$ cat config.mk
export PLATFORM = sky130hd
export DESIGN_NAME = lincount_top
export DESIGN_NICKNAME = d
export VERILOG_FILES = /design/src/lincount_pkg.sv /design/src/approx_counter.sv /design/src/feistel_cipher.sv /design/src/lincount_top.sv /design/src/plaintext_lfsr.sv /design/src/search_ctrl.sv /design/src/wb_cmd_port.sv
export SDC_FILE = /design/constraint.sdc
export NUM_CORES = 1
export LEC_CHECK = 0
export BUFFER_PORTS_ARGS = -buffer_cell sky130_fd_sc_hd__buf_4
export CELL_PAD_IN_SITES_DETAIL_PLACEMENT = 1
export CELL_PAD_IN_SITES_GLOBAL_PLACEMENT = 2
export CORE_UTILIZATION = 35
export CTS_BUF_LIST = sky130_fd_sc_hd__clkbuf_4 sky130_fd_sc_hd__clkbuf_8
export CTS_CLUSTER_SIZE = 24
export DETAILED_ROUTE_END_ITERATION = 16
export GPL_TIMING_DRIVEN = 1
export PLACE_DENSITY = 0.8
export SLEW_MARGIN = 40
export SYNTH_ARGS = -nofsm -noshare
export SYNTH_HDL_FRONTEND = slang
export SYNTH_SLANG_ARGS = --single-unit
$ cat constraint.sdc
create_clock -name clk -period 14.65 [get_ports clk]
set_input_delay 2.93 -clock clk [delete_from_list [all_inputs] [get_ports clk]]
set_output_delay 2.93 -clock clk [all_outputs]
set_load 0.1 [all_outputs]
$ cat src/lincount_pkg.sv
package lincount_pkg;

    localparam int SAMPLE_COUNT = 1024;  // Samples per run
    localparam int COUNT_W      = 32;
    localparam int ROUNDS       = 4;

    // Fixed cipher key, one word per round
    localparam logic [ROUNDS-1:0][31:0] ROUND_KEYS = {
        32'h5a17_c3e9,  // Round 3
        32'h0f1e_2d3c,  // Round 2
        32'hb7e1_5163,  // Round 1
        32'h9e37_79b9   // Round 0
    };

    // Linear approximation masks
    localparam logic [63:0] MASK_IN  = 64'h2104008000000000;
    localparam logic [63:0] MASK_OUT = 64'h0000000021040080;

    // Bus word addresses
    localparam logic [2:0] ADDR_DATA_LO = 3'd0;
    localparam logic [2:0] ADDR_DATA_HI = 3'd1;
    localparam logic [2:0] ADDR_CMD     = 3'd2;
    localparam logic [2:0] ADDR_STATUS  = 3'd3;
    localparam logic [2:0] ADDR_COUNT   = 3'd4;

    typedef enum logic [3:0] {
        OP_NONE      = 4'h0,  // Reset value of last_op
        OP_LOAD_SEED = 4'h1,
        OP_LOAD_POLY = 4'h2,
        OP_START     = 4'h3,
        OP_RESTART   = 4'h5
    } cmd_op_e;

    typedef enum logic [2:0] {
        ST_IDLE,
        ST_RUN,
        ST_DRAIN,
        ST_DONE
    } ctrl_state_e;

    typedef struct packed {
        logic        valid;
        cmd_op_e     op;
        logic [63:0] operand;  // {DATA_HI, DATA_LO}
    } cmd_req_t;

    typedef struct packed {
        logic    busy;
        logic    done;
        cmd_op_e last_op;
    } ctrl_status_t;

    typedef struct packed {
        logic        valid;
        logic [63:0] data;
    } sample_t;

endpackage

$ cat src/approx_counter.sv
`timescale 1ns/1ns

module approx_counter (
    input  logic                              clk,
    input  logic                              rst_n,
    input  logic                              clear,
    input  lincount_pkg::sample_t             pt,
    input  logic [63:0]                       ct,
    output logic [lincount_pkg::COUNT_W-1:0]  count
);
    import lincount_pkg::*;

    logic pt_par;
    logic ct_par;
    logic match_valid;  // Second stage
    logic match_q;

    assign pt_par = ^(pt.data & MASK_IN);
    assign ct_par = ^(ct & MASK_OUT);

    always_ff @(posedge clk) begin
        if (!rst_n || clear) begin
            match_valid <= 1'b0;
            match_q     <= 1'b0;
            count       <= '0;
        end else begin
            match_valid <= pt.valid;
            match_q     <= (pt_par == ct_par);
            if (match_valid && match_q)
                count <= count + 1'b1;  // Approximation holds for this sample
        end
    end

endmodule

$ cat src/feistel_cipher.sv
`timescale 1ns/1ns

module feistel_cipher (
    input  logic                   clk,
    input  logic                   rst_n,
    input  lincount_pkg::sample_t  pt_in,
    output lincount_pkg::sample_t  pt_out,
    output logic [63:0]            ct_out
);
    import lincount_pkg::*;

    logic [ROUNDS:0][31:0] l_half;
    logic [ROUNDS:0][31:0] r_half;
    logic                  valid_q;
    logic [63:0]           pt_q;

    // Rotate-left-5 of (r ^ k), mixed with the modular sum
    function automatic logic [31:0] round_f(input logic [31:0] r, input logic [31:0] k);
        logic [31:0] x;
        x = r ^ k;
        return {x[26:0], x[31:27]} ^ (r + k);
    endfunction

    always_comb begin
        l_half[0] = pt_in.data[63:32];
        r_half[0] = pt_in.data[31:0];
        for (int i = 0; i < ROUNDS; i++) begin
            l_half[i+1] = r_half[i];
            r_half[i+1] = l_half[i] ^ round_f(r_half[i], ROUND_KEYS[i]);
        end
    end

    // First pipeline stage
    always_ff @(posedge clk) begin
        if (!rst_n)
            valid_q <= 1'b0;
        else
            valid_q <= pt_in.valid;
    end

    always_ff @(posedge clk) begin
        pt_q   <= pt_in.data;
        ct_out <= {l_half[ROUNDS], r_half[ROUNDS]};
    end

    assign pt_out = '{valid: valid_q, data: pt_q};

endmodule

$ cat src/lincount_top.sv
`timescale 1ns/1ns

module lincount_top (
    input  logic        clk,
    input  logic        rst_n,
    input  logic        cyc,
    input  logic        stb,
    input  logic        we,
    input  logic [2:0]  adr,
    input  logic [31:0] dat_w,
    output logic        ack,
    output logic [31:0] dat_r
);
    import lincount_pkg::*;

    cmd_req_t            cmd_req;
    ctrl_status_t        status;
    logic [COUNT_W-1:0]  count;
    logic [63:0]         seed;
    logic [63:0]         poly;
    logic                lfsr_load;
    logic                lfsr_step;
    logic                count_clear;
    sample_t             pt_sample;  // Straight from the LFSR
    sample_t             pt_stage;   // Aligned with ct_stage
    logic [63:0]         ct_stage;

    wb_cmd_port u_port (
        .clk(clk), .rst_n(rst_n), .cyc(cyc), .stb(stb), .we(we), .adr(adr),
        .dat_w(dat_w), .status(status), .count(count),
        .ack(ack), .dat_r(dat_r), .cmd_req(cmd_req)
    );

    search_ctrl u_ctrl (
        .clk(clk), .rst_n(rst_n), .cmd_req(cmd_req), .status(status),
        .seed(seed), .poly(poly), .lfsr_load(lfsr_load), .lfsr_step(lfsr_step),
        .count_clear(count_clear)
    );

    plaintext_lfsr u_lfsr (
        .clk(clk), .rst_n(rst_n), .load(lfsr_load), .step(lfsr_step),
        .seed(seed), .poly(poly), .sample(pt_sample)
    );

    feistel_cipher u_cipher (
        .clk(clk), .rst_n(rst_n), .pt_in(pt_sample), .pt_out(pt_stage), .ct_out(ct_stage)
    );

    approx_counter u_counter (
        .clk(clk), .rst_n(rst_n), .clear(count_clear), .pt(pt_stage), .ct(ct_stage),
        .count(count)
    );

endmodule

$ cat src/plaintext_lfsr.sv
`timescale 1ns/1ns

module plaintext_lfsr (
    input  logic                   clk,
    input  logic                   rst_n,
    input  logic                   load,
    input  logic                   step,
    input  logic [63:0]            seed,
    input  logic [63:0]            poly,
    output lincount_pkg::sample_t  sample
);

    logic [63:0] lfsr;
    logic [63:0] lfsr_next;

    // Galois form, shift right with feedback on the outgoing bit
    assign lfsr_next = {1'b0, lfsr[63:1]} ^ (lfsr[0] ? poly : 64'h0);

    always_ff @(posedge clk) begin
        if (!rst_n)
            lfsr <= 64'h0;
        else if (load)
            lfsr <= seed;
        else if (step)
            lfsr <= lfsr_next;
    end

    // Plaintext is the state before the step
    assign sample = '{valid: step, data: lfsr};

endmodule

$ cat src/search_ctrl.sv
`timescale 1ns/1ns

module search_ctrl (
    input  logic                        clk,
    input  logic                        rst_n,
    input  lincount_pkg::cmd_req_t      cmd_req,
    output lincount_pkg::ctrl_status_t  status,
    output logic [63:0]                 seed,
    output logic [63:0]                 poly,
    output logic                        lfsr_load,
    output logic                        lfsr_step,
    output logic                        count_clear
);
    import lincount_pkg::*;

    ctrl_state_e                      state;
    cmd_op_e                          last_op;
    logic [$clog2(SAMPLE_COUNT)-1:0]  step_cnt;  // Also counts drain cycles
    logic                             accept;
    logic                             start_acc;
    logic                             restart_acc;

    // Command filter by state
    always_comb begin
        accept = 1'b0;
        if (cmd_req.valid) begin
            case (cmd_req.op)
                OP_LOAD_SEED, OP_LOAD_POLY, OP_START: accept = (state == ST_IDLE);
                OP_RESTART:                           accept = 1'b1;
                default:                              accept = 1'b0;
            endcase
        end
    end

    assign start_acc   = accept && (cmd_req.op == OP_START);
    assign restart_acc = accept && (cmd_req.op == OP_RESTART);

    always_ff @(posedge clk) begin
        if (!rst_n) begin
            state    <= ST_IDLE;
            last_op  <= OP_NONE;
            step_cnt <= '0;
        end else begin
            if (accept)
                last_op <= cmd_req.op;
            if (restart_acc) begin
                state <= ST_IDLE;  // Abort or clear, from any state
            end else begin
                case (state)
                    ST_IDLE: begin
                        if (start_acc) begin
                            state    <= ST_RUN;
                            step_cnt <= '0;
                        end
                    end
                    ST_RUN: begin
                        step_cnt <= step_cnt + 1'b1;
                        if (step_cnt == SAMPLE_COUNT - 1) begin
                            state    <= ST_DRAIN;
                            step_cnt <= '0;
                        end
                    end
                    ST_DRAIN: begin  // Two cycles to empty cipher and match stages
                        step_cnt <= step_cnt + 1'b1;
                        if (step_cnt == 1)
                            state <= ST_DONE;
                    end
                    ST_DONE: ;       // Hold until restart
                    default: state <= ST_IDLE;
                endcase
            end
        end
    end

    // Operand latches
    always_ff @(posedge clk) begin
        if (accept && (cmd_req.op == OP_LOAD_SEED))
            seed <= cmd_req.operand;
        if (accept && (cmd_req.op == OP_LOAD_POLY))
            poly <= cmd_req.operand;
    end

    assign lfsr_load   = start_acc;
    // No new sample on the restart edge, so the count stays clear
    assign lfsr_step   = (state == ST_RUN) && !restart_acc;
    assign count_clear = start_acc || restart_acc;

    assign status = '{
        busy:    (state == ST_RUN) || (state == ST_DRAIN),
        done:    (state == ST_DONE),
        last_op: last_op
    };

endmodule

$ cat src/wb_cmd_port.sv
`timescale 1ns/1ns

module wb_cmd_port (
    input  logic                              clk,
    input  logic                              rst_n,
    input  logic                              cyc,
    input  logic                              stb,
    input  logic                              we,
    input  logic [2:0]                        adr,
    input  logic [31:0]                       dat_w,
    input  lincount_pkg::ctrl_status_t        status,
    input  logic [lincount_pkg::COUNT_W-1:0]  count,
    output logic                              ack,
    output logic [31:0]                       dat_r,
    output lincount_pkg::cmd_req_t            cmd_req
);
    import lincount_pkg::*;

    logic        xfer;         // New transfer, ack not yet given
    logic [31:0] data_lo;
    logic [31:0] data_hi;
    logic        cmd_valid_q;
    cmd_op_e     cmd_op_q;

    assign xfer = cyc && stb && !ack;

    // One ack cycle per transfer, command pulse lines up with it
    always_ff @(posedge clk) begin
        if (!rst_n) begin
            ack         <= 1'b0;
            cmd_valid_q <= 1'b0;
        end else begin
            ack         <= xfer;
            cmd_valid_q <= xfer && we && (adr == ADDR_CMD);
        end
    end

    always_ff @(posedge clk) begin
        if (xfer && we) begin
            case (adr)
                ADDR_DATA_LO: data_lo <= dat_w;
                ADDR_DATA_HI: data_hi <= dat_w;
                ADDR_CMD:     cmd_op_q <= cmd_op_e'(dat_w[3:0]);  // Unknown codes pass through
                default: ;
            endcase
        end
    end

    assign cmd_req = '{valid: cmd_valid_q, op: cmd_op_q, operand: {data_hi, data_lo}};

    // Read mux, master holds adr through the ack cycle
    always_comb begin
        case (adr)
            ADDR_DATA_LO: dat_r = data_lo;
            ADDR_DATA_HI: dat_r = data_hi;
            ADDR_STATUS:  dat_r = {24'h0, status.last_op, 2'b00, status.done, status.busy};
            ADDR_COUNT:   dat_r = count;
            default:      dat_r = 32'h0;
        endcase
    end

endmodule

== After elaboration in Yosys (flattened, before gate mapping) ==
Index checks and enable logic that the tools add are counted.
Widths: inputs -> output; s select.

* Output and inout bits: 33
* Input bits: 40
* Bits in registers: 406
* Word-level logic and storage cells: 98

* Muxes and demuxes: 13
* Reductions and logical operators: 29
* Bitwise gates (word level): 16
* Eq/ne operators: 17
* Add/subtract/negate cells: 6

{| class="wikitable"
|+ Operator list
! cell !! number
|-
| $mux 64 || 3
|-
| $xor 32x32->32 || 6
|-
| $pmux 32 s4 || 1
|-
| $reduce_xor 64->1 || 2
|-
| $add 32x32->32 const B || 2
|-
| $xor 63x64->64 || 1
|-
| $xor 30x30->30 || 2
|-
| $not 17->17 || 2
|-
| $add 32x1->32 const B || 1
|-
| $add 32x28->32 const B || 1
|-
| $add 30x29->30 const B || 1
|-
| $pmux 10 s3 || 1
|-
| $mux 10 || 2
|-
| $not 20->20 || 1
|-
| $not 16->16 || 1
|-
| $eq 3x2->1 const B || 4
|-
| $pmux 3 s4 || 1
|-
| $add 10x1->10 const B || 1
|-
| $eq 10x1->1 const B || 1
|-
| $eq 10x10->1 const B || 1
|-
| $logic_and 1x1->1 || 10
|-
| $mux 3 || 3
|-
| $eq 4x2->1 const B || 2
|-
| $eq 3x1->1 const B || 2
|-
| other kinds (18) || 29
|}

== Depth between registers and ports, before layout ==
* Word-level depth: 12
* Mapped depth: 19
* Gate-level depth less buffers: 19

== Cells and area by module ==
A second synthesis with hierarchy kept.

* Cells, all modules: 2123
* Area, all modules: 22358.9 µm²

{| class="wikitable"
|+ Modules (own cells, without submodules)
! module !! times used !! sequential area each (µm²) !! cells each !! area each (µm²)
|-
| feistel_cipher || 1 || 2582.5 || 954 || 8879.8
|-
| search_ctrl || 1 || 4164.0 || 251 || 4852.2
|-
| plaintext_lfsr || 1 || 1281.2 || 498 || 3817.4
|-
| wb_cmd_port || 1 || 2082.0 || 224 || 3150.5
|-
| approx_counter || 1 || 680.7 || 196 || 1659.1
|}

== Worst setup path before layout ==
OpenSTA, ideal clock, no wires.

* Path type: in2out
* Start: input port adr[2]
* End: output port dat_r[0]
* Data arrival time: 5.789 ns
* Stages on the path: 5
* Path buffers: 2
* Data required time: 11.720 ns
* Slack: 5.931 ns
* Path through: clkbuf_1 -> nor2b_1 -> clkbuf_1 -> a21oi_1 -> o21ai_0

* Word-level cells in the longest chain between the ends: 2
* Elaborated cells between the ends (all ways): 5
* Classes of those cells: eq/ne: 3; mux: 1; reduce/logical: 1

{| class="wikitable"
|+ Ends and longest elaborated chain
! what !! line !! text
|-
| from (decl) || lincount_top.sv:9 || <nowiki>input logic [2:0] adr,</nowiki>
|-
| $eq 3x3->1, or another cell as far along || wb_cmd_port.sv:53 || <nowiki>case (adr)</nowiki>
|-
| $pmux 32 s4 (*) || wb_cmd_port.sv:53 ||
|-
| to (decl) || lincount_top.sv:12 || <nowiki>output logic [31:0] dat_r</nowiki>
|}

Every way passes the cells marked *; elsewhere a longest branch is shown, timed or not.

== Final worst setup path ==
* Start: input port adr[0]
* End: output port dat_r[4]

Same word-level chain as after synthesis.

==> impl_results.md <==
* Worst max-slew margin expressed relative to the limit at 0.438
* Pre-CTS worst setup slack at 6.95 ns
* Wire length reported by the detailed router at 51200 µm
* Cells along the critical path: buf_4, nor2b_1, and2_1, nand2_1, o21ai_0, buf_4
* Top cell type's share of synthesized area at 0.332
* Clk Tree Root Cell: sky130_fd_sc_hd__clkbuf_8
* Critical Path Max Stage Delay at 0.50 ns
* Filler cell count in the final layout at 5708
* Count of H-tree levels built during CTS at 2
* Most used DFF post-synth: sky130_fd_sc_hd__edfxtp_1
* GP Congestion at 0.859
* Placement row count at 82
* Maximum count of clock buffers along a single path at 3
* Number of synthesized flops with an enable pin at 196
* Register bit total from synthesis at 321
* Share of layout cells above drive strength 1 at 0.132
* Worst setup path class: input port to output port
* Cell with the most instances on the worst path: sky130_fd_sc_hd__buf_4
* Hold buffer count at CTS at 0
* Capturing element type of the critical path: output port
* Final critical-path required period at 7.72 ns
* Total I/O pin count at 73
* Total count of max-transition violations in the final report at 0
* Via density at 5.25
* Unrepaired setup endpoints after global routing: false
* Layout overhead on the synthesized area at 12.8%
* Cell Pwr Density at 120 nW/µm²
* Number of distinct library cells after synthesis at 98
* Endpoints failing hold at 0
* Hold slack at 0.441 ns
* Antenna violations before repair at 0
* Worst vdd rail ir drop at 0.0726 mV
* Sw frac at 0.311
* Routed wire length per instance at 20.7 µm
* Most common cell in the synthesized netlist: sky130_fd_sc_hd__nand2_1
* Wire length of the first global-routing pass at 79900 µm
* Ys Warns at 0
* Sequential fraction of the synthesis area at 0.474
* Final routed DRC violation total at 0
* Portion of total power attributed to combinational logic at 0.259
* Placeable Area at 50100 µm²
* Total grt overflow at 0
* Most common library cells after synthesis: 241 x sky130_fd_sc_hd__nand2_1, 196 x sky130_fd_sc_hd__edfxtp_1, 175 x sky130_fd_sc_hd__xnor2_1, 159 x sky130_fd_sc_hd__nor2_1, 130 x sky130_fd_sc_hd__xor2_1
* HPWL after DPL at 37000 µm
* Number of CTS-inserted buffers at 52
* P_sw at 0.000746 W
* Critical Path Source Type: input port
* Largest area contributor in the netlist: sky130_fd_sc_hd__edfxtp_1
* Static power due to leakage at 6.88 nW
* Diodes inserted at 0
* Vias at 13000
* DRT Pass-1 Iters at 4
* CTS tree: done
* Sequential fraction of design power at 0.409
* Total of endpoints with negative setup slack in the final report at 0
* Peak fanout along the critical path at 38
* Status: finished, final reports clean
* Max-capacitance violation count at 0
* Antenna Nets Post-Route at 0
* Largest net degree at the start of global routing at 100
* Layer with the highest usage after global routing: met2
* Area taken by flip-flops and latches at 8390 µm²
* Syn nets at 1765
* Clk sinks at 321
* Worst min-delay path class: flip-flop to flip-flop
* Clock insertion delay at the later pin of the skew report at 0.62 ns
* Worst path arrival time at 4.79 ns
* Die Span X at 227 µm
* Leading cell types by total area after synthesis: sky130_fd_sc_hd__edfxtp_1 33%, sky130_fd_sc_hd__dfxtp_1 14%, sky130_fd_sc_hd__xnor2_1 8.7%
* Initial Utilization at 0.354
* Met3 layer usage reported by global route at 0.0258
* Setup TNS after final layout at 0 ns
* Floorplan die area at 51500 µm²
* Port Buffers at 72
* Upper clock frequency limit at 129 MHz
* Number of global-route vias before repair at 13500
* Global Route met1 Usage at 0.270
* Post-route worst setup slack at 6.93 ns
* Cells after Synth at 1714
* GR Util All Layers at 0.202
* Tcrit/Tclk final at 0.527
* Met2 GRT Util at 0.337
* Data required time of the critical path at 11.72 ns
* Int Power at 0.00165 W
* Slowest cell on the critical path: sky130_fd_sc_hd__nor2b_1
* Footprint of the multi-input gates at 8920 µm²
* Post-CTS setup buffers at 0
* Synthesized area per cell at 10.3 µm²
* Clock network power share at 0.331
* Cell Area, Synth at 17700 µm²
* Gates resized, CTS repair at 0
* Vertical die dimension at 227 µm
* Violation count after the first detailed-route iteration at 658
* Share of synthesized registers carrying an async set or reset at 0
* Slew at the pin with the worst max-slew slack at 0.843 ns
* Layout Nets at 1808
* Clock-pin slew on the worst setup and hold paths at 0.06 ns
* Worst setup skew after layout at 0.0427 ns
-- worst paths after layout --
| path | startpoint | endpoint | slack [ns] | cells after the start |
|---|---|---|---|---|
| hold / removal | u_lfsr.lfsr[39]$_SDFFE_PN0P_ | u_cipher.pt_q[39]$_DFF_P_ | 0.44 | 0 |
| setup reg to reg | u_lfsr.lfsr[0]$_SDFFE_PN0P_ | u_cipher.ct_out[29]$_DFF_P_ | 8.73 | 15 |
| setup / recovery | adr[0] | dat_r[4] | 6.93 | 6 |
| hold reg to reg | u_lfsr.lfsr[39]$_SDFFE_PN0P_ | u_cipher.pt_q[39]$_DFF_P_ | 0.44 | 0 |
-- flip-flops by register name (all words and copies together) (netlist names) --
register	flops
u_cipher.ct_out	4
u_ctrl.seed	64
u_counter.match_q	1
u_port.cmd_valid_q	1
u_ctrl.last_op	4
u_cipher.valid_q	1
u_cipher.pt_q	4
u_port.data_hi	32
u_counter.match_valid	1
u_port.cmd_op_q	4
u_lfsr.lfsr	64
u_ctrl.step_cnt	10
u_counter.count	32
u_port.data_lo	32
u_ctrl.state	2
u_port.ack	1
u_ctrl.poly	64
-- per-stage QoR --
stage	util	cell area [µm²]	cells	power (W)
2_1_floorplan	-	17700	1714	0.00148
3_3_place_gp	0.376	18800	2374	0.00161
3_5_place_dp	0.377	18900	2374	0.00162
4_1_cts	0.398	19900	2471	0.00242
5_1_grt	0.399	20000	2472	0.00251
6_report	0.399	20000	2472	0.00240
-- cell type report --
class / instances / share of cell area
clock inverter: 22 / 0.00733
tap: 672 / 0.0421
multi-input combinational: 1275 / 0.447
clock buffer: 75 / 0.0464
sequential: 321 / 0.420
inverter: 22 / 0.00414
timing repair buffer: 85 / 0.0333
-- kinds of logic after synthesis --
family | count (synthesis) | share of synthesized area
and+or+nand+nor | 568 | 0.144
xor gates and xnor gates | 336 | 0.187
DFF | 321 | 0.474
AOI/OAI and AO/OA | 320 | 0.137
buffers and inverters | 118 | 0.0269
muxes | 40 | 0.0227
adders and majority gates | 11 | 0.00777
-- power by group through the flow --
stage | sequential [W] | clock, W | combinational [W]
3_5_place_dp | 0.00100 | 0 | 0.000620
6_report | 0.000982 | 0.000795 | 0.000622
4_1_cts | 0.000983 | 0.000815 | 0.000623
5_1_grt | 0.000983 | 0.000853 | 0.000678
3_3_place_gp | 0.00100 | 0 | 0.000606
2_1_floorplan | 0.000991 | 0 | 0.000488
-- critical path, delay by kind of cell --
kind	cells	cell delay, ns
and+or+nand+nor	3	0.87
buffers and inverters	2	0.84
AOI/OAI and AO/OA	1	0.13
-- metal layers --
metal,wire (µm),up-vias
met3,2040,79
met2,24500,285
li1,-,6155
met4,1450,0
met1,23200,6471
met5,0,-
-- layout by cell type, fill, tap and decap left out, types with 16 or more instances in the layout --
cell type and instances:
sky130_fd_sc_hd__dfxtp_1 124, sky130_fd_sc_hd__o211ai_1 69, sky130_fd_sc_hd__xnor2_1 173, sky130_fd_sc_hd__nand4_1 16
sky130_fd_sc_hd__nand2_1 241, sky130_fd_sc_hd__xnor3_1 17, sky130_fd_sc_hd__a21oi_1 60, sky130_fd_sc_hd__mux2i_1 39
sky130_fd_sc_hd__nor3_1 25, sky130_fd_sc_hd__clkbuf_4 17, sky130_fd_sc_hd__edfxtp_1 196, sky130_fd_sc_hd__inv_1 22
sky130_fd_sc_hd__o21ai_0 21, sky130_fd_sc_hd__nand3_1 42, sky130_fd_sc_hd__xor2_1 130, sky130_fd_sc_hd__nor2_1 156
sky130_fd_sc_hd__buf_4 80, sky130_fd_sc_hd__clkbuf_8 58, sky130_fd_sc_hd__a21boi_0 65
No activity file was read; power rests on OpenSTA's default activity.
